--- config.mk ---
export PLATFORM = sky130hd
export DESIGN_NAME = uart_tx
export DESIGN_NICKNAME = d
export VERILOG_FILES = /design/src/rtl/forth_pkg.sv /design/src/rtl/uart_tx.sv
export SDC_FILE = /design/constraint.sdc
export NUM_CORES = 1
export LEC_CHECK = 0
export BUFFER_PORTS_ARGS = -buffer_cell sky130_fd_sc_hd__buf_2
export CAP_MARGIN = 30
export CORE_MARGIN = 2
export CORE_UTILIZATION = 40
export CTS_CLUSTER_DIAMETER = 50
export CTS_CLUSTER_SIZE = 20
export DETAILED_ROUTE_END_ITERATION = 6
export PLACE_DENSITY_LB_ADDON = 0.08
export SYNTH_ARGS = -nofsm -noshare
export SYNTH_HDL_FRONTEND = slang
export SYNTH_SLANG_ARGS = --single-unit
--- constraint.sdc ---
create_clock -name clk -period 4.22 [get_ports clk]
set_input_delay 0.211 -clock clk [delete_from_list [all_inputs] [get_ports clk]]
set_output_delay 0.211 -clock clk [all_outputs]
set_load 0.05 [all_outputs]
--- src/rtl/forth_pkg.sv ---
`default_nettype none

package forth_pkg;

  ////////////////////
  // widths
  ////////////////////

  // data stack entries and program words
  typedef logic [31:0] word_t;
  typedef logic [7:0]  prog_addr_t;
  typedef logic [3:0]  stack_ptr_t;
  // one serial character
  typedef logic [7:0]  byte_t;

  ////////////////////
  // sizes
  ////////////////////

  localparam int unsigned stack_depth = 16;
  localparam int unsigned prog_depth  = 256;
  localparam int unsigned led_count   = 3;

  // forth true flag, all bits set
  localparam word_t true_word = '1;

  ////////////////////
  // serial timing
  ////////////////////

  localparam int unsigned clks_per_bit = 625;
  localparam int unsigned bit_timer_w  = $clog2(clks_per_bit);

  ////////////////////
  // encodings
  ////////////////////

  // tokens in program memory, numbered 0 to 15
  typedef enum logic [31:0] {
    op_nop, op_lit, op_dup, op_drop, op_over, op_plus, op_minus, op_and,
    op_or, op_equal, op_zero_equal, op_branch, op_zero_branch, op_io_led,
    op_io_button, op_emit
  } op_e;

  // commands from the interpreter to the stack
  typedef enum logic [2:0] {
    cmd_none, cmd_push, cmd_pop, cmd_dup, cmd_over, cmd_binary, cmd_replace
  } stack_cmd_e;

  typedef enum logic [2:0] {
    alu_plus, alu_minus, alu_and, alu_or, alu_equal, alu_zero_equal
  } alu_op_e;

endpackage

`default_nettype wire

--- src/rtl/uart_tx.sv ---
`timescale 1ns/10ps
`default_nettype none

module uart_tx import forth_pkg::*; (
  input  logic  clk,
  input  logic  reset,
  input  logic  tx_req,
  input  byte_t tx_byte,
  output logic  tx_ack,
  output logic  tx
);

  logic                   busy;
  logic [bit_timer_w-1:0] bit_timer;
  // 0 is the start bit, 1 to 8 data, 9 stop
  logic [3:0]             bit_cnt;
  // stop bit above the data, shifted out lsb first
  logic [8:0]             shreg;

  always_ff @(posedge clk) begin
    if (!reset) begin
      busy      <= 1'b0;
      bit_timer <= '0;
      bit_cnt   <= '0;
      tx_ack    <= 1'b0;
      tx        <= 1'b1;
    end else if (!busy) begin
      // ack drops once the interpreter lets go of req
      if (tx_ack && !tx_req) begin
        tx_ack <= 1'b0;
      end else if (tx_req && !tx_ack) begin
        busy      <= 1'b1;
        bit_timer <= '0;
        bit_cnt   <= '0;
        tx        <= 1'b0;
      end
    end else if (bit_timer == bit_timer_w'(clks_per_bit - 1)) begin
      bit_timer <= '0;
      if (bit_cnt == 4'd9) begin
        // end of stop bit, line already high
        busy   <= 1'b0;
        tx_ack <= 1'b1;
      end else begin
        tx      <= shreg[0];
        bit_cnt <= bit_cnt + 4'd1;
      end
    end else begin
      bit_timer <= bit_timer + bit_timer_w'(1);
    end
  end

  ////////////////////
  // frame data
  ////////////////////

  always_ff @(posedge clk) begin
    if (!busy && tx_req && !tx_ack) begin
      shreg <= {1'b1, tx_byte};
    end else if (busy && bit_timer == bit_timer_w'(clks_per_bit - 1)) begin
      shreg <= {1'b1, shreg[8:1]};
    end
  end

endmodule

`default_nettype wire

==> flow_summary.json <==
{
  "internal_power_mw": 0.312,
  "cts_num_sinks": 25,
  "fin_skew_ns": 0.00336,
  "slew_viol_final": 0,
  "antenna_cells": 0,
  "netlist_instances": 130,
  "drive_above_1_share_pct": 18.1,
  "chipHeight_um": 60.0,
  "crit_arrival_ns": 2.04,
  "grt_max_degree": 16,
  "die_area_um2": 3600,
  "crit_path_max_fanout": 15,
  "cts_max_level": 1,
  "start_util_pct": 41.5,
  "cts_tree": "built",
  "cts_setup_buffers": 0,
  "gp_congestion": 0.802,
  "clock_latency_ns": 0.32,
  "switching_power_mw": 0.0986,
  "post-route-drc-count": 0,
  "seqPwrFrac_pct": 64.3,
  "cts-buffers-inserted": 3,
  "gr-usage-all-layers_pct": 15.2,
  "io_buffer_count": 12,
  "syn_to_final_growth_pct": 10.5,
  "routed_wl_mm": 2.46,
  "ir_drop_mv": 0.139,
  "vias": 996,
  "p_comb_share_pct": 9.7,
  "async_flop_share_pct": 0,
  "root_buffer": "clkbuf_4",
  "fin_total_pwr_mw": 0.410,
  "synth_edf_count": 8,
  "p_clk_share_pct": 26.0,
  "cap_violations": 0,
  "period_share_pct": 43.1,
  "ys_types": 37,
  "critPathCaptureType": "flop",
  "syn-num-nets": 145,
  "grt_pass1_vias": 913,
  "fmax_mhz": 550,
  "grt_pass1_wl_mm": 4.11,
  "required_ns": 4.44,
  "rsz0062_at_grt": "false",
  "p_leak_nw": 0.499,
  "max_slew_margin_pct": 64.4,
  "ys_warn_count": 0,
  "io_pins": 13,
  "synth_flop_cell": "dfxtp_1",
  "wl_per_cell_um": 13.1,
  "antenna_found_initial": 0,
  "crit_type": "reg -> reg",
  "hp-class": "in -> reg",
  "layout_min_cycle_time_ns": 1.82,
  "viasPerCell": 5.30,
  "startpoint_type": "flop",
  "synth_area_per_cell_um2": 9.66,
  "core_um2": 3030,
  "powerDensity_nw_per_um2": 296,
  "grt-ovfl-total": 0,
  "swShare_pct": 24.0,
  "dp_hpwl_mm": 1.76,
  "setup_total_negative_slack_ns": 0,
  "die_w_um": 60.0,
  "setup_viol": 0,
  "clk_path_buf_depth": 2,
  "final_nets": 160,
  "seq_area_frac_synth_pct": 46.2,
  "synth_area_um2": 1260,
  "worst_pin_slew_ns": 0.531,
  "cts_resized": 0,
  "ctsHoldBuffers": 0,
  "report.final.hold_viol_count": 0,
  "drt-initial-drc-count": 36,
  "firstDrtPassIters": 4,
  "status": "complete, no violations",
  "ant_nets": 0,
  "rows": 20,
  "cts.clk_slew.worst_paths_ns": 0.13,
  "ys_ff_latch": 25
}
==> stage by stage <==
stage	worst slack, ns	utilization [%]	instances	cell area, um^2	hold slack, ns
finish	2.40	45.8	188	1390	0.127
global route	2.24	45.8	188	1390	0.116
CTS	2.41	45.8	188	1390	0.125
detailed placement	2.45	45.0	184	1360	0.463
global placement	2.50	45.0	184	1360	0.465
floorplan	2.52	-	130	1260	0.302
==> worst paths after layout <==
kind,startpoint,endpoint,slack [ns],cells after the start
hold / removal,reset,tx,0.13,2
hold reg to reg,bit_timer[9],bit_timer[9],0.50,2
setup reg to reg,bit_timer[0],busy,2.40,6
setup / recovery,bit_timer[0],busy,2.40,6
==> layout by cell type, fill, tap and decap left out, types with 4 or more instances in the layout <==
cell,Yosys,final
o21ai_0,12,12
buf_2,2,12
nand4_1,4,4
nor3_1,4,4
dfxtp_1,17,17
ha_1,4,4
edfxtp_1,8,8
nand3_1,7,7
inv_1,7,7
nand2_1,14,14
mux2_2,7,7
nor2_1,7,7
==> cells by family (layout without fill, tap and decap cells) <==
kind of cell / after synthesis / after routing / synth area share [%]
simple gates: 54 / 54 / 24.3
compound gates: 26 / 26 / 13.3
flops: 25 / 25 / 46.2
buf+inv: 11 / 25 / 3.79
mux: 7 / 7 / 6.28
fa+ha+maj: 4 / 4 / 3.98
xor+xnor: 3 / 3 / 2.09
==> sequential cells by signal, indices dropped and copies added (netlist names) <==
name,cells
busy,1
bit_cnt,4
shreg,8
tx,1
bit_timer,10
tx_ack,1
==> layout make-up <==
cell class,instances,area (um^2)
clock buffer,4,26.3
fill,296,1640
inverter,8,30.0
multi-input combinational,94,628
sequential,25,581
tap,44,55.1
timing repair buffer,13,67.6
==> power by group through the flow <==
stage | Sequential [mW] | Combinational, mW | Clock (mW)
after floorplan | 0.269 | 0.0265 | 0
after global placement | 0.269 | 0.0392 | 0
after detailed placement | 0.269 | 0.0396 | 0
after CTS | 0.264 | 0.0400 | 0.112
after global routing | 0.266 | 0.0450 | 0.122
final | 0.264 | 0.0398 | 0.107
==> cell usage after synthesis, types with 3 or more instances <==
master,n,area [um^2]
dfxtp_1,17,340
nand2_1,14,52.6
o21ai_0,12,60.1
edfxtp_1,8,240
inv_1,7,26.3
mux2_2,7,78.8
nand3_1,7,35.0
nor2_1,7,26.3
ha_1,4,50.1
nand4_1,4,25.0
nor3_1,4,20.0
a21oi_1,3,15.0
and3_1,3,18.8
nor2b_1,3,18.8
==> critical path, cell delays in order (launching register included) <==
cell	delay, ns
dfxtp_1	0.38
inv_1	0.09
ha_1	0.14
nor2b_1	0.21
nand3_2	0.29
or3_1	0.46
nor3b_1	0.15
==> layer usage <==
layer / up-vias / share of wire [%] / GRT usage [%]
met5: - / 0 / 0
met4: 0 / 2.0 / 8.25
met3: 5 / 2.8 / 1.95
met2: 14 / 42 / 20.0
met1: 469 / 53 / 23.4
li1: 508 / - / -
No activity file was read; power rests on OpenSTA's default activity.
