[config.mk]
export PLATFORM = sky130hd
export DESIGN_NAME = data_stack_flat
export DESIGN_NICKNAME = d
export VERILOG_FILES = /design/src/rtl/forth_pkg.sv /design/src/rtl/stack_if.sv /design/src/rtl/data_stack.sv /design/src/flat_wrapper.sv
export SDC_FILE = /design/constraint.sdc
export NUM_CORES = 1
export LEC_CHECK = 0
export ABC_CLOCK_PERIOD_IN_PS = 12800
export BUFFER_PORTS_ARGS = -buffer_cell sky130_fd_sc_hd__buf_2
export CAP_MARGIN = 5
export CELL_PAD_IN_SITES_DETAIL_PLACEMENT = 1
export CELL_PAD_IN_SITES_GLOBAL_PLACEMENT = 1
export CORE_ASPECT_RATIO = 0.6
export CORE_UTILIZATION = 45
export DETAILED_ROUTE_END_ITERATION = 10
export GPL_TIMING_DRIVEN = 0
export PLACE_DENSITY = 0.75
export SLEW_MARGIN = 20
export SYNTH_ARGS = -nofsm -noshare
export SYNTH_HDL_FRONTEND = slang
export SYNTH_SLANG_ARGS = --single-unit
export TNS_END_PERCENT = 10
[constraint.sdc]
create_clock -name clk -period 12.8 [get_ports clk]
set_input_delay 0.64 -clock clk [delete_from_list [all_inputs] [get_ports clk]]
set_output_delay 0.64 -clock clk [all_outputs]
set_load 0.005 [all_outputs]
[src/rtl/forth_pkg.sv]
`default_nettype none

package forth_pkg;

  ////////////////////
  // widths
  ////////////////////

  // data stack entries and program words
  typedef logic [31:0] word_t;
  typedef logic [7:0]  prog_addr_t;
  typedef logic [3:0]  stack_ptr_t;
  // one serial character
  typedef logic [7:0]  byte_t;

  ////////////////////
  // sizes
  ////////////////////

  localparam int unsigned stack_depth = 16;
  localparam int unsigned prog_depth  = 256;
  localparam int unsigned led_count   = 3;

  // forth true flag, all bits set
  localparam word_t true_word = '1;

  ////////////////////
  // serial timing
  ////////////////////

  localparam int unsigned clks_per_bit = 625;
  localparam int unsigned bit_timer_w  = $clog2(clks_per_bit);

  ////////////////////
  // encodings
  ////////////////////

  // tokens in program memory, numbered 0 to 15
  typedef enum logic [31:0] {
    op_nop, op_lit, op_dup, op_drop, op_over, op_plus, op_minus, op_and,
    op_or, op_equal, op_zero_equal, op_branch, op_zero_branch, op_io_led,
    op_io_button, op_emit
  } op_e;

  // commands from the interpreter to the stack
  typedef enum logic [2:0] {
    cmd_none, cmd_push, cmd_pop, cmd_dup, cmd_over, cmd_binary, cmd_replace
  } stack_cmd_e;

  typedef enum logic [2:0] {
    alu_plus, alu_minus, alu_and, alu_or, alu_equal, alu_zero_equal
  } alu_op_e;

endpackage

`default_nettype wire

[src/rtl/stack_if.sv]
`timescale 1ns/10ps
`default_nettype none

// command path from the interpreter into the data stack
interface stack_if import forth_pkg::*; ();

  stack_cmd_e cmd;
  alu_op_e    alu_op;
  word_t      push_value;
  // top and next on stack, always valid
  word_t      tos;
  word_t      nos;

  modport interp (output cmd, output alu_op, output push_value, input tos, input nos);
  modport stack (input cmd, input alu_op, input push_value, output tos, output nos);

endinterface

`default_nettype wire

[src/rtl/data_stack.sv]
`timescale 1ns/10ps
`default_nettype none

module data_stack import forth_pkg::*; (
  input logic    clk,
  input logic    reset,
  stack_if.stack stk
);

  // circular storage, sp points at the top entry
  word_t      entries [stack_depth];
  stack_ptr_t sp;
  stack_ptr_t sp_up;
  stack_ptr_t sp_down;
  word_t      alu_result;

  // wraps both ways, no overflow check
  assign sp_up   = sp + stack_ptr_t'(1);
  assign sp_down = sp - stack_ptr_t'(1);

  assign stk.tos = entries[sp];
  assign stk.nos = entries[sp_down];

  ////////////////////
  // alu
  ////////////////////

  always_comb begin
    case (stk.alu_op)
      alu_plus:       alu_result = stk.nos + stk.tos;
      // second minus top, as in forth
      alu_minus:      alu_result = stk.nos - stk.tos;
      alu_and:        alu_result = stk.nos & stk.tos;
      alu_or:         alu_result = stk.nos | stk.tos;
      alu_equal:      alu_result = (stk.nos == stk.tos) ? true_word : '0;
      alu_zero_equal: alu_result = (stk.tos == '0) ? true_word : '0;
      default:        alu_result = '0;
    endcase
  end

  ////////////////////
  // stack update
  ////////////////////

  always_ff @(posedge clk) begin
    if (!reset) begin
      sp <= '0;
      for (int i = 0; i < stack_depth; i++) begin
        entries[i] <= '0;
      end
    end else begin
      case (stk.cmd)
        cmd_push: begin
          entries[sp_up] <= stk.push_value;
          sp             <= sp_up;
        end
        cmd_pop: begin
          sp <= sp_down;
        end
        cmd_dup: begin
          entries[sp_up] <= stk.tos;
          sp             <= sp_up;
        end
        cmd_over: begin
          entries[sp_up] <= stk.nos;
          sp             <= sp_up;
        end
        cmd_binary: begin
          // zero-equal only looks at the top, so depth stays
          if (stk.alu_op == alu_zero_equal) begin
            entries[sp] <= alu_result;
          end else begin
            entries[sp_down] <= alu_result;
            sp               <= sp_down;
          end
        end
        cmd_replace: begin
          entries[sp] <= stk.push_value;
        end
        default: ;
      endcase
    end
  end

endmodule

`default_nettype wire

[src/flat_wrapper.sv]
// flat-port wrapper written by rule: the top's interface ports become plain ports
module data_stack_flat import forth_pkg::*;
  (clk, reset, stk_cmd, stk_alu_op, stk_push_value, stk_tos, stk_nos);
  stack_if stk_i ();
  input logic clk;
  input logic reset;
  input wire logic [$bits(stk_i.cmd)-1:0] stk_cmd;
  input wire logic [$bits(stk_i.alu_op)-1:0] stk_alu_op;
  input wire logic [$bits(stk_i.push_value)-1:0] stk_push_value;
  output wire logic [$bits(stk_i.tos)-1:0] stk_tos;
  output wire logic [$bits(stk_i.nos)-1:0] stk_nos;
  assign stk_i.cmd = stk_cmd;
  assign stk_i.alu_op = stk_alu_op;
  assign stk_i.push_value = stk_push_value;
  assign stk_tos = stk_i.tos;
  assign stk_nos = stk_i.nos;
  data_stack u_core (.clk(clk), .reset(reset), .stk(stk_i));
endmodule
==> summary by stage <==
STA
The worst-margin pin slew is 1.27 ns. The worst setup skew after layout is between 0.02 and 0.025 ns. Setup repair after global routing left no endpoint under its margin. Setup violations remaining at the end of the flow were counted as 42.

For this run, the top clock speed supported by timing is around 0.077 GHz. For the finished layout, the period the worst path requires is 12.95 ns. The number of pins with negative max-slew slack in the final report is 0. The number of endpoints with negative hold slack in the final report is 0.

The final worst-path cycle share is 101%. The final-layout setup total negative slack is -2.76 ns. Final hold analysis gives a worst-case slack of roughly 0.63 ns. In this run the tightest slew margin relative to its limit is 15.6%. Setup slack on the critical path of the routed design comes to -0.148 ns.

Critical path
The maximum net fanout on the critical path is 19. The worst setup path is launched from a flop. The category of the worst setup path capture point is a flop.

The data required time of the worst path is around 13 ns. The type of the setup path with the least slack is reg -> reg. STA puts the critical path data arrival time at about 13 ns. The peak per-stage delay on the critical path is 0.92 ns. The most repeated library cell on the critical path is sky130_fd_sc_hd__buf_2. For this design, the slowest cell found on the critical path is sky130_fd_sc_hd__o41ai_2.

CTS
In this run the clock root is driven by a sky130_fd_sc_hd__clkbuf_16. The maximum buffer depth of the clock tree is 3. The total clock buffers created by CTS is 46. The worst-skew pair later-pin latency is 0.62 ns. TritonCTS built the clock tree. The H-tree generated during clock tree synthesis spans 2 levels. The total number of clock tree sinks is 520. After clock tree synthesis, the clock-pin slew on the worst setup and hold paths is ~0.070 ns. The number of buffers inserted by hold repair at cts is 0.

Detailed routing
The starting DRC count in detailed routing is around 5400. For this run, design rule violations remaining after detail routing come to 0. The total iterations of the first detailed-routing run is 8. The count of nets left with antenna violations once routing finished came out at 0. After detailed routing, the average wire length per cell comes to 41.4 um. The via density per instance is 7.32. The wire length after detailed routing is 160000 um.

The total vias in the final route is about 28000.

Layout
Of the cells placed in the final design, the portion with a size suffix greater than 1 is 21.8%. The net count reported at finish is around 3000. The area growth from synthesis to layout is 11.4%.

GRT
The via count of the first global-routing pass was around 27000. Entering global routing, the biggest net connects 33 pins. The first global-routing pass estimated roughly 220000 um of wire.

The aggregate global routing overflow is 0. The overall global routing resource usage is a little over two fifths. The initial antenna violation count is 1.

Pwr
In this run, flip-flops and latches consume 26.8% of the power. The leakage power summed over all cells is 13.0 nW. Across the VDD grid, the largest voltage drop is around 0.13 mV. The total power is ~8 mW.

For this design the ratio of total power to cell area is 220 mW/mm^2. The internal power of the cells is ~4.2 mW. The clock network power share is 18.3%.

The net switching component of the power is between 3 and 4 mW. The proportion of total power due to net switching is around 48%. The combinational share of power is about 55%.

Synthesis
In this run the cell area of the synthesized design comes to around 0.032 sq mm. The number of enable flip-flop cells after synthesis is between 500 and 600. The total nets after synthesis is 2842. Counting flops and latches in the post-synthesis netlist gives 520. Counting distinct cell types in the post-synthesis netlist gives 83.

Counting flops with an async set or reset pin after synthesis yields a share of 0%. The number of standard cells after synthesis is ~2700. The sequential share of the synthesized area is approximately 48%.

The average size of a mapped cell is around 12 sq um. For this run, the leading register cell type out of synthesis is sky130_fd_sc_hd__edfxtp_1. Yosys printed 0 warnings.

Floorplan
The height of the die is roughly 210 um. The area inside the core boundary is about 0.07 sq mm. The number of ports placed on the die boundary is ~100. The floorplan die area is about 0.073 sq mm.

The count of standard-cell rows is between 70 and 80. The die is 348 um wide. The starting density of the core is 45.9%.

Place
The weighted congestion at the end of routability-driven global placement is 1.03. Summed over all nets, the half-perimeter wirelength after detailed placement is 116000 um. The number of I/O port buffers is ~100.

Flow run
The number of max-cap violations is 0.

Status
The run finished, with violations left. The checks that failed: setup timing.

Hold path
In this run the worst hold path is classified as reg -> reg.
[final cells by class]
type,instances,area (sq um)
antenna,4,10.0
clock buffer,63,1250
buffer,223,1040
multi-input combinational,1854,15700
clock inverter,21,199
fill,7391,34500
sequential,520,15500
timing repair buffer,114,747
inverter,103,387
tap,962,1200
[layout by cell type, fill, tap and decap left out, drive strengths merged, types with 16 or more instances in the layout]
cell type | Yosys | layout
a221oi | 16 | 16
buf | 79 | 192
mux2i | 30 | 30
clkinv | 1 | 16
inv | 102 | 103
a211oi | 27 | 27
nand3 | 29 | 29
xnor2 | 35 | 35
nor3 | 34 | 34
nor2b | 23 | 23
ha | 99 | 99
edfxtp | 512 | 512
a21oi | 101 | 101
mux4 | 284 | 284
o21ai | 77 | 77
a22oi | 28 | 28
nand2 | 174 | 174
o211ai | 30 | 30
nor2 | 623 | 623
clkbuf | 145 | 208
[metal layers]
layer  track usage [%]  up-vias  wire length, um
li1                  -    10500                -
met1              61.8    14400            61200
met2              56.6     2907            61300
met3              21.5      462            29800
met4              16.1        6             7360
met5              1.45        -              153
[power groups by stage]
stage | Clock, mW | Combinational, mW | Sequential, mW
floorplan | 0 | 2.42 | 2.11
global placement | 0 | 3.99 | 2.14
detailed placement | 0 | 4.09 | 2.15
CTS | 1.43 | 4.12 | 2.12
global route | 1.49 | 4.45 | 2.13
finish | 1.45 | 4.36 | 2.12
[state kept, by name, indices dropped and copies added, names as in the netlist, named ones only]
signal,count
u_core.entries,512
u_core.sp,4
[repair_timing]
action                                 CTS  global route
endpoints found under the hold margin    0             0
setup buffers                            0             0
gates resized for setup                  4             1
setup endpoints to repair               78            83
[cells by family (layout without fill, tap and decap cells)]
logic type / Yosys count / after routing / synth area share (%)
simple gates: 973 / 973 / 12.7
mux: 318 / 318 / 20.8
compound gates: 417 / 417 / 9.02
flops: 520 / 520 / 48.0
xor+xnor: 45 / 45 / 1.22
fa+ha+maj: 101 / 101 / 3.95
other cells: 0 / 4 / 0
buf+inv: 327 / 524 / 4.33
[worst max-delay path: cells and delay by family, from the launching register on]
kind / cells / cell delay (ns)
xor gates and xnor gates: 1 / 0.19
and+or+nand+nor: 5 / 1.04
DFF: 1 / 0.35
buffers and inverters: 13 / 5.88
adders and majority gates: 2 / 1.03
AOI/OAI and AO/OA: 7 / 3.63
muxes: 1 / 0.41
[stage by stage]
stage,utilization (%),instance area [sq um],instances,worst slack (ns)
floorplan,-,32400,2701,4.99
global placement,48.3,34100,3762,-1.35
detailed placement,48.9,34500,3775,-0.416
CTS,51.0,36000,3859,0.00348
global route,51.1,36100,3860,0.0596
finish,51.1,36100,3864,-0.148
[cell usage after synthesis (all sizes together), types with 6 or more instances]
library cell    n  area, sq um
xnor2          35          307
ha             99         1240
mux4          284         6400
nand2b         10         62.6
nor2          623         2370
nand4          10         62.6
nor3           34          170
or2             7         46.3
a22oi          28          210
or3             7         43.8
nor4           10         62.6
o21ai          77          393
a221oi         16          140
nand2         174          653
a21o           13         97.6
o221ai          9         91.3
o22ai          10         68.8
a211oi         27          203
and3           13         81.3
o21a            7         52.6
dfxtp           8          160
nand4b          6         52.6
a31oi          14         87.6
o2111ai         9         78.8
nor3b          10         75.1
nand3          29          145
o21bai          8         60.1
inv           102          383
a21oi         101          528
edfxtp        512        15400
clkbuf        145          544
o211ai         30          230
nor2b          23          144
xor2           10         87.6
mux2i          30          300
buf            79          470
o311ai          7         61.3
o31ai          15          156
[path summary, 6_finish.rpt]
check	endpoint	depth (start not counted)	slack, ns	from
max	u_core.entries[5][24]$_SDFFCE_PN0P_	29	-0.15	u_core.sp[0]$_SDFFE_PN0P_
min	flop	2	0.63	u_core.sp[3]$_SDFFE_PN0P_
min reg2reg	flop	2	0.63	u_core.sp[3]$_SDFFE_PN0P_
max reg2reg	u_core.entries[5][24]$_SDFFCE_PN0P_	29	-0.15	u_core.sp[0]$_SDFFE_PN0P_
Power figures use the tool's default switching activity.
