$ cat config.mk
export PLATFORM = sky130hd
export DESIGN_NAME = inner_interpreter_flat
export DESIGN_NICKNAME = d
export VERILOG_FILES = /design/src/rtl/forth_pkg.sv /design/src/rtl/stack_if.sv /design/src/rtl/inner_interpreter.sv /design/src/flat_wrapper.sv
export SDC_FILE = /design/constraint.sdc
export NUM_CORES = 1
export LEC_CHECK = 0
export BUFFER_PORTS_ARGS = -buffer_cell sky130_fd_sc_hd__clkbuf_2
export CAP_MARGIN = 20
export CELL_PAD_IN_SITES_DETAIL_PLACEMENT = 1
export CELL_PAD_IN_SITES_GLOBAL_PLACEMENT = 1
export CORE_AREA = 2 2 87 105
export CTS_CLUSTER_SIZE = 16
export DETAILED_ROUTE_END_ITERATION = 8
export DIE_AREA = 0 0 89 107
export PLACE_DENSITY = 0.81
export SYNTH_ARGS = -nofsm -noshare
export SYNTH_HDL_FRONTEND = slang
export SYNTH_SLANG_ARGS = --single-unit
$ cat constraint.sdc
create_clock -name clk -period 2.2 [get_ports clk]
set_input_delay 0.44 -clock clk [delete_from_list [all_inputs] [get_ports clk]]
set_output_delay 0.44 -clock clk [all_outputs]
set_load 0.01 [all_outputs]
$ cat src/rtl/forth_pkg.sv
`default_nettype none

package forth_pkg;

  ////////////////////
  // widths
  ////////////////////

  // data stack entries and program words
  typedef logic [31:0] word_t;
  typedef logic [7:0]  prog_addr_t;
  typedef logic [3:0]  stack_ptr_t;
  // one serial character
  typedef logic [7:0]  byte_t;

  ////////////////////
  // sizes
  ////////////////////

  localparam int unsigned stack_depth = 16;
  localparam int unsigned prog_depth  = 256;
  localparam int unsigned led_count   = 3;

  // forth true flag, all bits set
  localparam word_t true_word = '1;

  ////////////////////
  // serial timing
  ////////////////////

  localparam int unsigned clks_per_bit = 625;
  localparam int unsigned bit_timer_w  = $clog2(clks_per_bit);

  ////////////////////
  // encodings
  ////////////////////

  // tokens in program memory, numbered 0 to 15
  typedef enum logic [31:0] {
    op_nop, op_lit, op_dup, op_drop, op_over, op_plus, op_minus, op_and,
    op_or, op_equal, op_zero_equal, op_branch, op_zero_branch, op_io_led,
    op_io_button, op_emit
  } op_e;

  // commands from the interpreter to the stack
  typedef enum logic [2:0] {
    cmd_none, cmd_push, cmd_pop, cmd_dup, cmd_over, cmd_binary, cmd_replace
  } stack_cmd_e;

  typedef enum logic [2:0] {
    alu_plus, alu_minus, alu_and, alu_or, alu_equal, alu_zero_equal
  } alu_op_e;

endpackage

`default_nettype wire

$ cat src/rtl/stack_if.sv
`timescale 1ns/10ps
`default_nettype none

// command path from the interpreter into the data stack
interface stack_if import forth_pkg::*; ();

  stack_cmd_e cmd;
  alu_op_e    alu_op;
  word_t      push_value;
  // top and next on stack, always valid
  word_t      tos;
  word_t      nos;

  modport interp (output cmd, output alu_op, output push_value, input tos, input nos);
  modport stack (input cmd, input alu_op, input push_value, output tos, output nos);

endinterface

`default_nettype wire

$ cat src/rtl/inner_interpreter.sv
`timescale 1ns/10ps
`default_nettype none

module inner_interpreter import forth_pkg::*; (
  input  logic       clk,
  input  logic       reset,
  stack_if.interp    stk,
  output prog_addr_t rom_addr,
  input  word_t      rom_data,
  input  logic       button0,
  input  logic       button1,
  output logic       led_g,
  output logic       led_b,
  output logic       led_r,
  output logic       tx_req,
  input  logic       tx_ack,
  output byte_t      tx_byte
);

  typedef enum logic [1:0] {
    st_fetch, st_execute, st_operand, st_emit
  } state_e;

  state_e     state;
  prog_addr_t pc;
  op_e        op;
  // second cycle of st_operand, operand word on rom_data
  logic       operand_ready;
  logic       is_lit;
  logic       take_branch;
  logic [led_count-1:0] led_q;
  logic [1:0] btn_meta;
  logic [1:0] btn_sync;

  // pc feeds the program memory directly
  assign rom_addr = pc;

  // out of range words run as nop
  assign op = (rom_data[31:4] == '0) ? op_e'(rom_data) : op_nop;

  // pins are active low, led_q already holds the inverted bits
  assign led_g = led_q[0];
  assign led_b = led_q[1];
  assign led_r = led_q[2];

  ////////////////////
  // token decode
  ////////////////////

  always_comb begin
    stk.cmd        = cmd_none;
    stk.alu_op     = alu_plus;
    stk.push_value = rom_data;
    if (state == st_execute) begin
      case (op)
        op_dup:  stk.cmd = cmd_dup;
        op_over: stk.cmd = cmd_over;
        // zero branch and emit consume the top here
        op_drop, op_zero_branch, op_emit: stk.cmd = cmd_pop;
        op_plus: begin
          stk.cmd    = cmd_binary;
          stk.alu_op = alu_plus;
        end
        op_minus: begin
          stk.cmd    = cmd_binary;
          stk.alu_op = alu_minus;
        end
        op_and: begin
          stk.cmd    = cmd_binary;
          stk.alu_op = alu_and;
        end
        op_or: begin
          stk.cmd    = cmd_binary;
          stk.alu_op = alu_or;
        end
        op_equal: begin
          stk.cmd    = cmd_binary;
          stk.alu_op = alu_equal;
        end
        op_zero_equal: begin
          stk.cmd    = cmd_binary;
          stk.alu_op = alu_zero_equal;
        end
        op_io_button: begin
          stk.cmd        = cmd_replace;
          stk.push_value = word_t'({btn_sync[1], btn_sync[0]});
        end
        default: ;
      endcase
    end else if (state == st_operand && operand_ready && is_lit) begin
      // literal word is on rom_data now
      stk.cmd = cmd_push;
    end
  end

  ////////////////////
  // sequencer
  ////////////////////

  always_ff @(posedge clk) begin
    if (!reset) begin
      state         <= st_fetch;
      pc            <= '0;
      operand_ready <= 1'b0;
      is_lit        <= 1'b0;
      take_branch   <= 1'b0;
      tx_req        <= 1'b0;
      led_q         <= '1;
      btn_meta      <= '0;
      btn_sync      <= '0;
    end else begin
      // two flop synchronizer
      btn_meta <= {button1, button0};
      btn_sync <= btn_meta;
      case (state)
        st_fetch: state <= st_execute;
        st_execute: begin
          pc          <= pc + prog_addr_t'(1);
          state       <= st_fetch;
          is_lit      <= (op == op_lit);
          // zero branch tests the value being popped this cycle
          take_branch <= (op == op_branch) || (op == op_zero_branch && stk.tos == '0);
          case (op)
            op_lit, op_branch, op_zero_branch: begin
              state         <= st_operand;
              operand_ready <= 1'b0;
            end
            op_io_led: led_q <= ~stk.tos[led_count-1:0];
            op_emit: begin
              tx_req <= 1'b1;
              state  <= st_emit;
            end
            default: ;
          endcase
        end
        st_operand: begin
          // first cycle only presents the operand address
          if (!operand_ready) begin
            operand_ready <= 1'b1;
          end else begin
            operand_ready <= 1'b0;
            state         <= st_fetch;
            pc            <= take_branch ? prog_addr_t'(rom_data) : pc + prog_addr_t'(1);
          end
        end
        st_emit: begin
          // four phase, leave only once ack is back low
          if (tx_req && tx_ack) begin
            tx_req <= 1'b0;
          end else if (!tx_req && !tx_ack) begin
            state <= st_fetch;
          end
        end
        default: state <= st_fetch;
      endcase
    end
  end

  // low byte of the top, held while tx_req is up
  always_ff @(posedge clk) begin
    if (state == st_execute && op == op_emit) begin
      tx_byte <= stk.tos[7:0];
    end
  end

endmodule

`default_nettype wire

$ cat src/flat_wrapper.sv
// flat-port wrapper written by rule: the top's interface ports become plain ports
module inner_interpreter_flat import forth_pkg::*;
  (clk, reset, rom_addr, rom_data, button0, button1, led_g, led_b, led_r, tx_req, tx_ack, tx_byte, stk_cmd, stk_alu_op, stk_push_value, stk_tos, stk_nos);
  stack_if stk_i ();
  input  logic clk;
  input  logic reset;
  output prog_addr_t rom_addr;
  input  word_t rom_data;
  input  logic button0;
  input  logic button1;
  output logic led_g;
  output logic led_b;
  output logic led_r;
  output logic tx_req;
  input  logic tx_ack;
  output byte_t tx_byte;
  output wire logic [$bits(stk_i.cmd)-1:0] stk_cmd;
  output wire logic [$bits(stk_i.alu_op)-1:0] stk_alu_op;
  output wire logic [$bits(stk_i.push_value)-1:0] stk_push_value;
  input wire logic [$bits(stk_i.tos)-1:0] stk_tos;
  input wire logic [$bits(stk_i.nos)-1:0] stk_nos;
  assign stk_cmd = stk_i.cmd;
  assign stk_alu_op = stk_i.alu_op;
  assign stk_push_value = stk_i.push_value;
  assign stk_i.tos = stk_tos;
  assign stk_i.nos = stk_nos;
  inner_interpreter u_core (.clk(clk), .reset(reset), .stk(stk_i), .rom_addr(rom_addr), .rom_data(rom_data), .button0(button0), .button1(button1), .led_g(led_g), .led_b(led_b), .led_r(led_r), .tx_req(tx_req), .tx_ack(tx_ack), .tx_byte(tx_byte));
endmodule
==> results of run 1 <==
per-layer routing:
layer,vias up,share of wire
met4,0,0.013
met2,56,0.57
li1,1017,-
met5,-,0
met1,1002,0.38
met3,6,0.035
worst max path at each step:
stage	end	slack (ns)
global placement	stk_push_value[1]	-0.05
floorplan	stk_alu_op[0]	0.06
global route	stk_push_value[1]	-0.02
finish	stk_push_value[1]	0.05
CTS	stk_alu_op[2]	-0.002
detailed placement	stk_cmd[0]	-0.08
per-stage QoR:
step / TNS (ns) / cells / setup slack, ns / power (mW) / area [um^2]
2_1_floorplan: 0 / 222 / 0.06280 / 0.6775 / 1828
3_3_place_gp: -0.1847 / 445 / -0.05473 / 0.7968 / 2594
3_5_place_dp: -0.2671 / 445 / -0.07608 / 0.8057 / 2594
4_1_cts: -0.002263 / 453 / -0.002263 / 1.317 / 2756
5_1_grt: -0.02159 / 453 / -0.02159 / 1.374 / 2816
6_report: 0 / 453 / 0.04819 / 1.306 / 2816
worst reg2reg max path: stages, from the launching register on:
cell	delay, ns
dfxtp_1	0.32
nor2b_2	0.28
nand4_4	0.13
buf_4	0.18
nor4b_4	0.34
mux2_1	0.36
sequential cells by signal (all words and copies together), names as in the netlist, 2 cells and up:
signal	count
u_core.btn_sync	2
u_core.tx_byte	8
u_core.rom_addr	8
u_core.led_q	3
u_core.state	2
u_core.btn_meta	2
kinds of logic (layout without fill, tap and decap cells):
kind of cell | count (synthesis) | count (layout) | synth area share
muxes | 3 | 3 | 0.01848
and+or+nand+nor | 96 | 96 | 0.3429
DFF | 29 | 29 | 0.3614
buffers and inverters | 43 | 157 | 0.09240
adders and majority gates | 1 | 1 | 0.006844
AOI/OAI and AO/OA | 50 | 50 | 0.1780
layout make-up:
type | instances | area, um^2
fill | 1072 | 5702
multi-input combinational | 150 | 1079
clock buffer | 7 | 96.34
sequential | 29 | 660.6
clock inverter | 1 | 5.005
tap | 117 | 146.4
inverter | 4 | 15.01
timing repair buffer | 145 | 814.5
synth_stat cells, types with 2 or more instances:
cell      count
a211oi_1      2
a21oi_1       9
a31oi_1       5
and2_1        7
and3b_1       2
buf_2         3
clkbuf_1     35
dfxtp_1      21
edfxtp_1      8
inv_1         4
mux2_1        3
nand2_1      17
nand2b_1      5
nand3_1       8
nand3b_1      2
nand4_1       3
nand4_4       2
nor2_1       13
nor2b_1       5
nor3_1        6
nor3b_1       3
nor4_1       10
nor4_2        7
o211ai_1      3
o21a_1        5
o21ai_0      13
o31a_1        2
o31ai_1       2
power breakdown:
part | switching [mW] | total [mW] | internal [mW]
logic | 0.137 | 0.251 | 0.114
registers | 0.00589 | 0.562 | 0.556
clock network | 0.211 | 0.493 | 0.283
timing repair:
action | CTS | global route
pin swaps | 4 | 1
setup buffers | 0 | 0
gates resized for setup | 11 | 18
endpoints found under the setup margin | 6 | 6
==> flow_summary.yaml, run 1 <==
status:
  status: "completed"
synthesis:
  synth_edf_count: 8
  synth_top_area_share: 0.2300
  ys_seq_area_frac: 0.3614
  yosysTopAreaCell: "dfxtp_1"
  syn_area_um2: 1828
  ys_ff_latch: 29
  syn_area_per_cell_um2: 8.234
  ys.flop_type: "dfxtp_1"
  synth_nets: 324
  yosysWarnings: 0
  synthTopCellsByArea: "dfxtp_1 23%, edfxtp_1 13%, clkbuf_1 7.2%"
  synthArstFlopShare: 0
  ys_types: 45
  syn_inst: 222
finish:
  layout_common_cells: "118 x clkbuf_2, 21 x dfxtp_1, 18 x buf_4, 17 x nand2_1, 13 x o21ai_0"
  drive_gt1_frac: 0.5089
  antenna_cells: 0
  postLayoutCoreUtil: 0.3306
  area_growth_pct: 54.07
  nNetsFinal: 437
  final_common_cell: "clkbuf_2"
critical_path:
  crit_path_end_kind: "output port"
  worstPathRequired_ns: 1.76
  arrival_ns: 1.71
  cpPeakStageDelay_ns: 0.28
  cp-startpoint: "rom_data[24]"
  cp.buffers_inverters: 3
  path_class: "input port to output port"
  r2r-end: "u_core.led_q[1]"
  path_cells: "buf_8, nor4_4, buf_4, nand4_4, or2_4, o31a_1, buf_2"
  r2r_slack_ns: 0.47
  cp-start-kind: "input port"
  worstSetupPathDepth: 7
  crit_slowest_cell: "or2_4"
  cpLargestDelayFamily: "simple AND/OR/NAND/NOR gates"
  critPathMaxFanout: 5
  r2r-start: "u_core.state[0]"
  r2r_cells: 5
pwr:
  powerDensity_nw_per_um2: 463.6
  leakage_nw: 1.241
  vdd_drop_max_v: 0.0002604
drt:
  vias_per_cell: 4.594
  first_pass_iters: 4
  routedWlPerCell_um: 14.58
  routed_wl_um: 6605
  detail-route-antenna-nets: 0
  drc_errors: 0
  drt_iter0_drc: 59
  via_count: 2081
timing:
  min_period_over_period: 0.9781
  drv_slew: 0
  period_minus_slack_ns: 2.152
  hold_viol_final: 0
  max_clock_freq_mhz: 464.7
  setup_viol: 0
  rsz0062_at_grt: "yes"
  worst_pin_slew_ns: 0.5098
  timing.hold.ws_ns: 0.3537
  skew_ns: 0.01115
  relSlewSlack: 0.6601
clocking:
  cts_tree: "done"
  cts_root_buf: "clkbuf_8"
  clock_path_buffers: 2
  path_clk_slew_ns: 0.06
  cts.sinks: 29
  htree_levels: 2
  clk_latency_ns: 0.28
  cts_made_buffers: 5
  postCtsHoldBufs: 0
global_route:
  top_usage_layer: "met2"
  grt_use_met3: 0.03002
  antenna_found_initial: 0
  grt_start_max_net_pins: 14
  grt_first_pass_wirelength_um: 10530
  global_route.usage.met1: 0.1582
  grt-ovfl-total: 0
  grt.met2_usage: 0.2564
  grt_pass1_vias: 2136
  grt_use_total: 0.1415
job:
  max-cap-violations: 0
floorplanning:
  core_um2: 8518
  initial_core_util: 0.2146
  ios: 159
  die_w_um: 89
  dieHeight_um: 107
  die-area_um2: 9523
  core.rowCount: 37
placement:
  routabilityCongestion: 0.8027
  io_buffer_count: 126
  dp_hpwl_um: 5426
hold_path:
  holdPathEnd: "u_core.tx_byte[5]"
  hold_path_class: "input port to flip-flop"
  whs_path_depth: 1
  hp-start: "stk_tos[5]"
Power figures use the tool's default switching activity.
==> run 2, diff against run 1 <==
==> constraint.sdc (replaced) <==
create_clock -name clk -period 1.95 [get_ports clk]
set_input_delay 0.39 -clock clk [delete_from_list [all_inputs] [get_ports clk]]
set_output_delay 0.39 -clock clk [all_outputs]
set_load 0.01 [all_outputs]
==> flow_summary.yaml, run 2 (same netlist as run 1, synthesis figures left out) <==
timing:
  setup_viol: 9
  worst_pin_slew_ns: 0.3466
  timing.hold.ws_ns: 0.3016
  fin_tns_setup_ns: -0.4990
  hold_viol_final: 0
  skew_ns: 0.008317
  setup_slack_ns: -0.1301
  max_clock_freq_mhz: 480.7
  drv_slew: 0
  min_period_over_period: 1.067
  rsz0062_at_grt: "yes"
  period_minus_slack_ns: 2.080
  relSlewSlack: 0.7675
status:
  status: "finished with violations"
  violations: "setup timing"
clocking:
  cts_root_buf: "clkbuf_8"
  cts_tree: "done"
  path_clk_slew_ns: 0.06
  htree_levels: 2
  postCtsHoldBufs: 0
  clk_latency_ns: 0.28
  clock_path_buffers: 2
  cts.sinks: 29
  cts_made_buffers: 5
job:
  max-cap-violations: 0
finish:
  area_growth_pct: 62.70
  final_common_cell: "clkbuf_2"
  antenna_cells: 0
  nNetsFinal: 448
  fin_area_um2: 2974
  drive_gt1_frac: 0.5274
  layout_common_cells: "112 x clkbuf_2, 23 x buf_4, 20 x dfxtp_1, 17 x nand2_1, 13 x o21ai_0"
critical_path:
  setup.worst_path.end: "stk_push_value[1]"
  r2r_cells: 8
  worstPathRequired_ns: 1.56
  r2r-end: "u_core.tx_byte[7]"
  cp-start-kind: "input port"
  critPathMaxFanout: 6
  arrival_ns: 1.69
  r2r_slack_ns: 0.11
  cp-startpoint: "rom_data[31]"
  path_class: "input port to output port"
  crit_path_end_kind: "output port"
  r2r-start: "u_core.state[0]"
floorplanning:
  ios: 159
  core_um2: 8518
  dieHeight_um: 107
  initial_core_util: 0.2146
  die-area_um2: 9523
  die_w_um: 89
  core.rowCount: 37
drt:
  routedWlPerCell_um: 15.36
  vias_per_cell: 4.705
  detail-route-antenna-nets: 0
  first_pass_iters: 4
  via_count: 2183
  drc_errors: 0
  routed_wl_um: 7126
  drt_iter0_drc: 95
pwr:
  vdd_drop_max_v: 0.0002240
  leakage_nw: 1.309
  powerDensity_nw_per_um2: 494.7
global_route:
  grt-ovfl-total: 0
  grt_use_total: 0.1421
  grt_start_max_net_pins: 14
  grt_pass1_vias: 2229
  antenna_found_initial: 0
  grt_first_pass_wirelength_um: 10750
hold_path:
  whs_path_depth: 1
  hold_path_class: "input port to flip-flop"
placement:
  dp_hpwl_um: 5505
  placed_area_um2: 2690
  io_buffer_count: 126
  routabilityCongestion: 0.8007
  dp_slack_ns: -0.2558
## run 2: cell count changes in the layout (fill, tap and decap cells not counted), sizes merged
cell	previous run	this run
buf	26	44
clkbuf	126	120
clkinv	1	0
## run 2: stage by stage
step	total power [mW]	cells	util
after global placement	0.9166	449	0.3158
after CTS	1.470	460	0.3330
final	1.471	464	0.3491
after detailed placement	0.9269	449	0.3158
after floorplan	0.7688	222	-
after global routing	1.540	464	0.3491
## run 2: worst min path at each step
stage                        from            endpoint  slack [ns]
6_report               stk_tos[3]   u_core.tx_byte[3]        0.30
3_5_place_dp   u_core.btn_meta[0]  u_core.btn_sync[0]        0.43
3_3_place_gp   u_core.btn_meta[1]  u_core.btn_sync[1]        0.42
2_1_floorplan  u_core.btn_meta[0]  u_core.btn_sync[0]        0.41
5_1_grt                stk_tos[3]   u_core.tx_byte[3]        0.28
4_1_cts                stk_tos[3]   u_core.tx_byte[3]        0.29
## run 2: what timing repair did
action	in CTS	in global routing
pin swaps	8	8
setup endpoints to repair	10	10
gates resized for setup	9	39
setup buffers	3	5
hold endpoints to repair	0	0
## run 2: cell type report
type	count	area, um^2
inverter	4	15.01
clock buffer	8	90.09
sequential	29	661.9
tap	117	146.4
fill	1081	5544
multi-input combinational	150	1124
timing repair buffer	156	937.1
## run 2: routing by layer
layer	vias to the layer above	GRT usage	routed length (um)
li1	1038	-	-
met2	83	0.2564	3944
met3	10	0.03464	449
met5	-	0	0
met4	0	0.04478	120
met1	1052	0.1611	2612
## run 2: power breakdown
part | internal, mW | switching (mW)
clock | 0.288 | 0.245
sequential | 0.627 | 0.00742
combinational | 0.141 | 0.162
## run 2: critical path, cell delays in order
cell	delay [ns]
buf_8	0.10
nor4_4	0.36
nand4_4	0.14
or2_4	0.31
o31a_1	0.25
buf_2	0.14
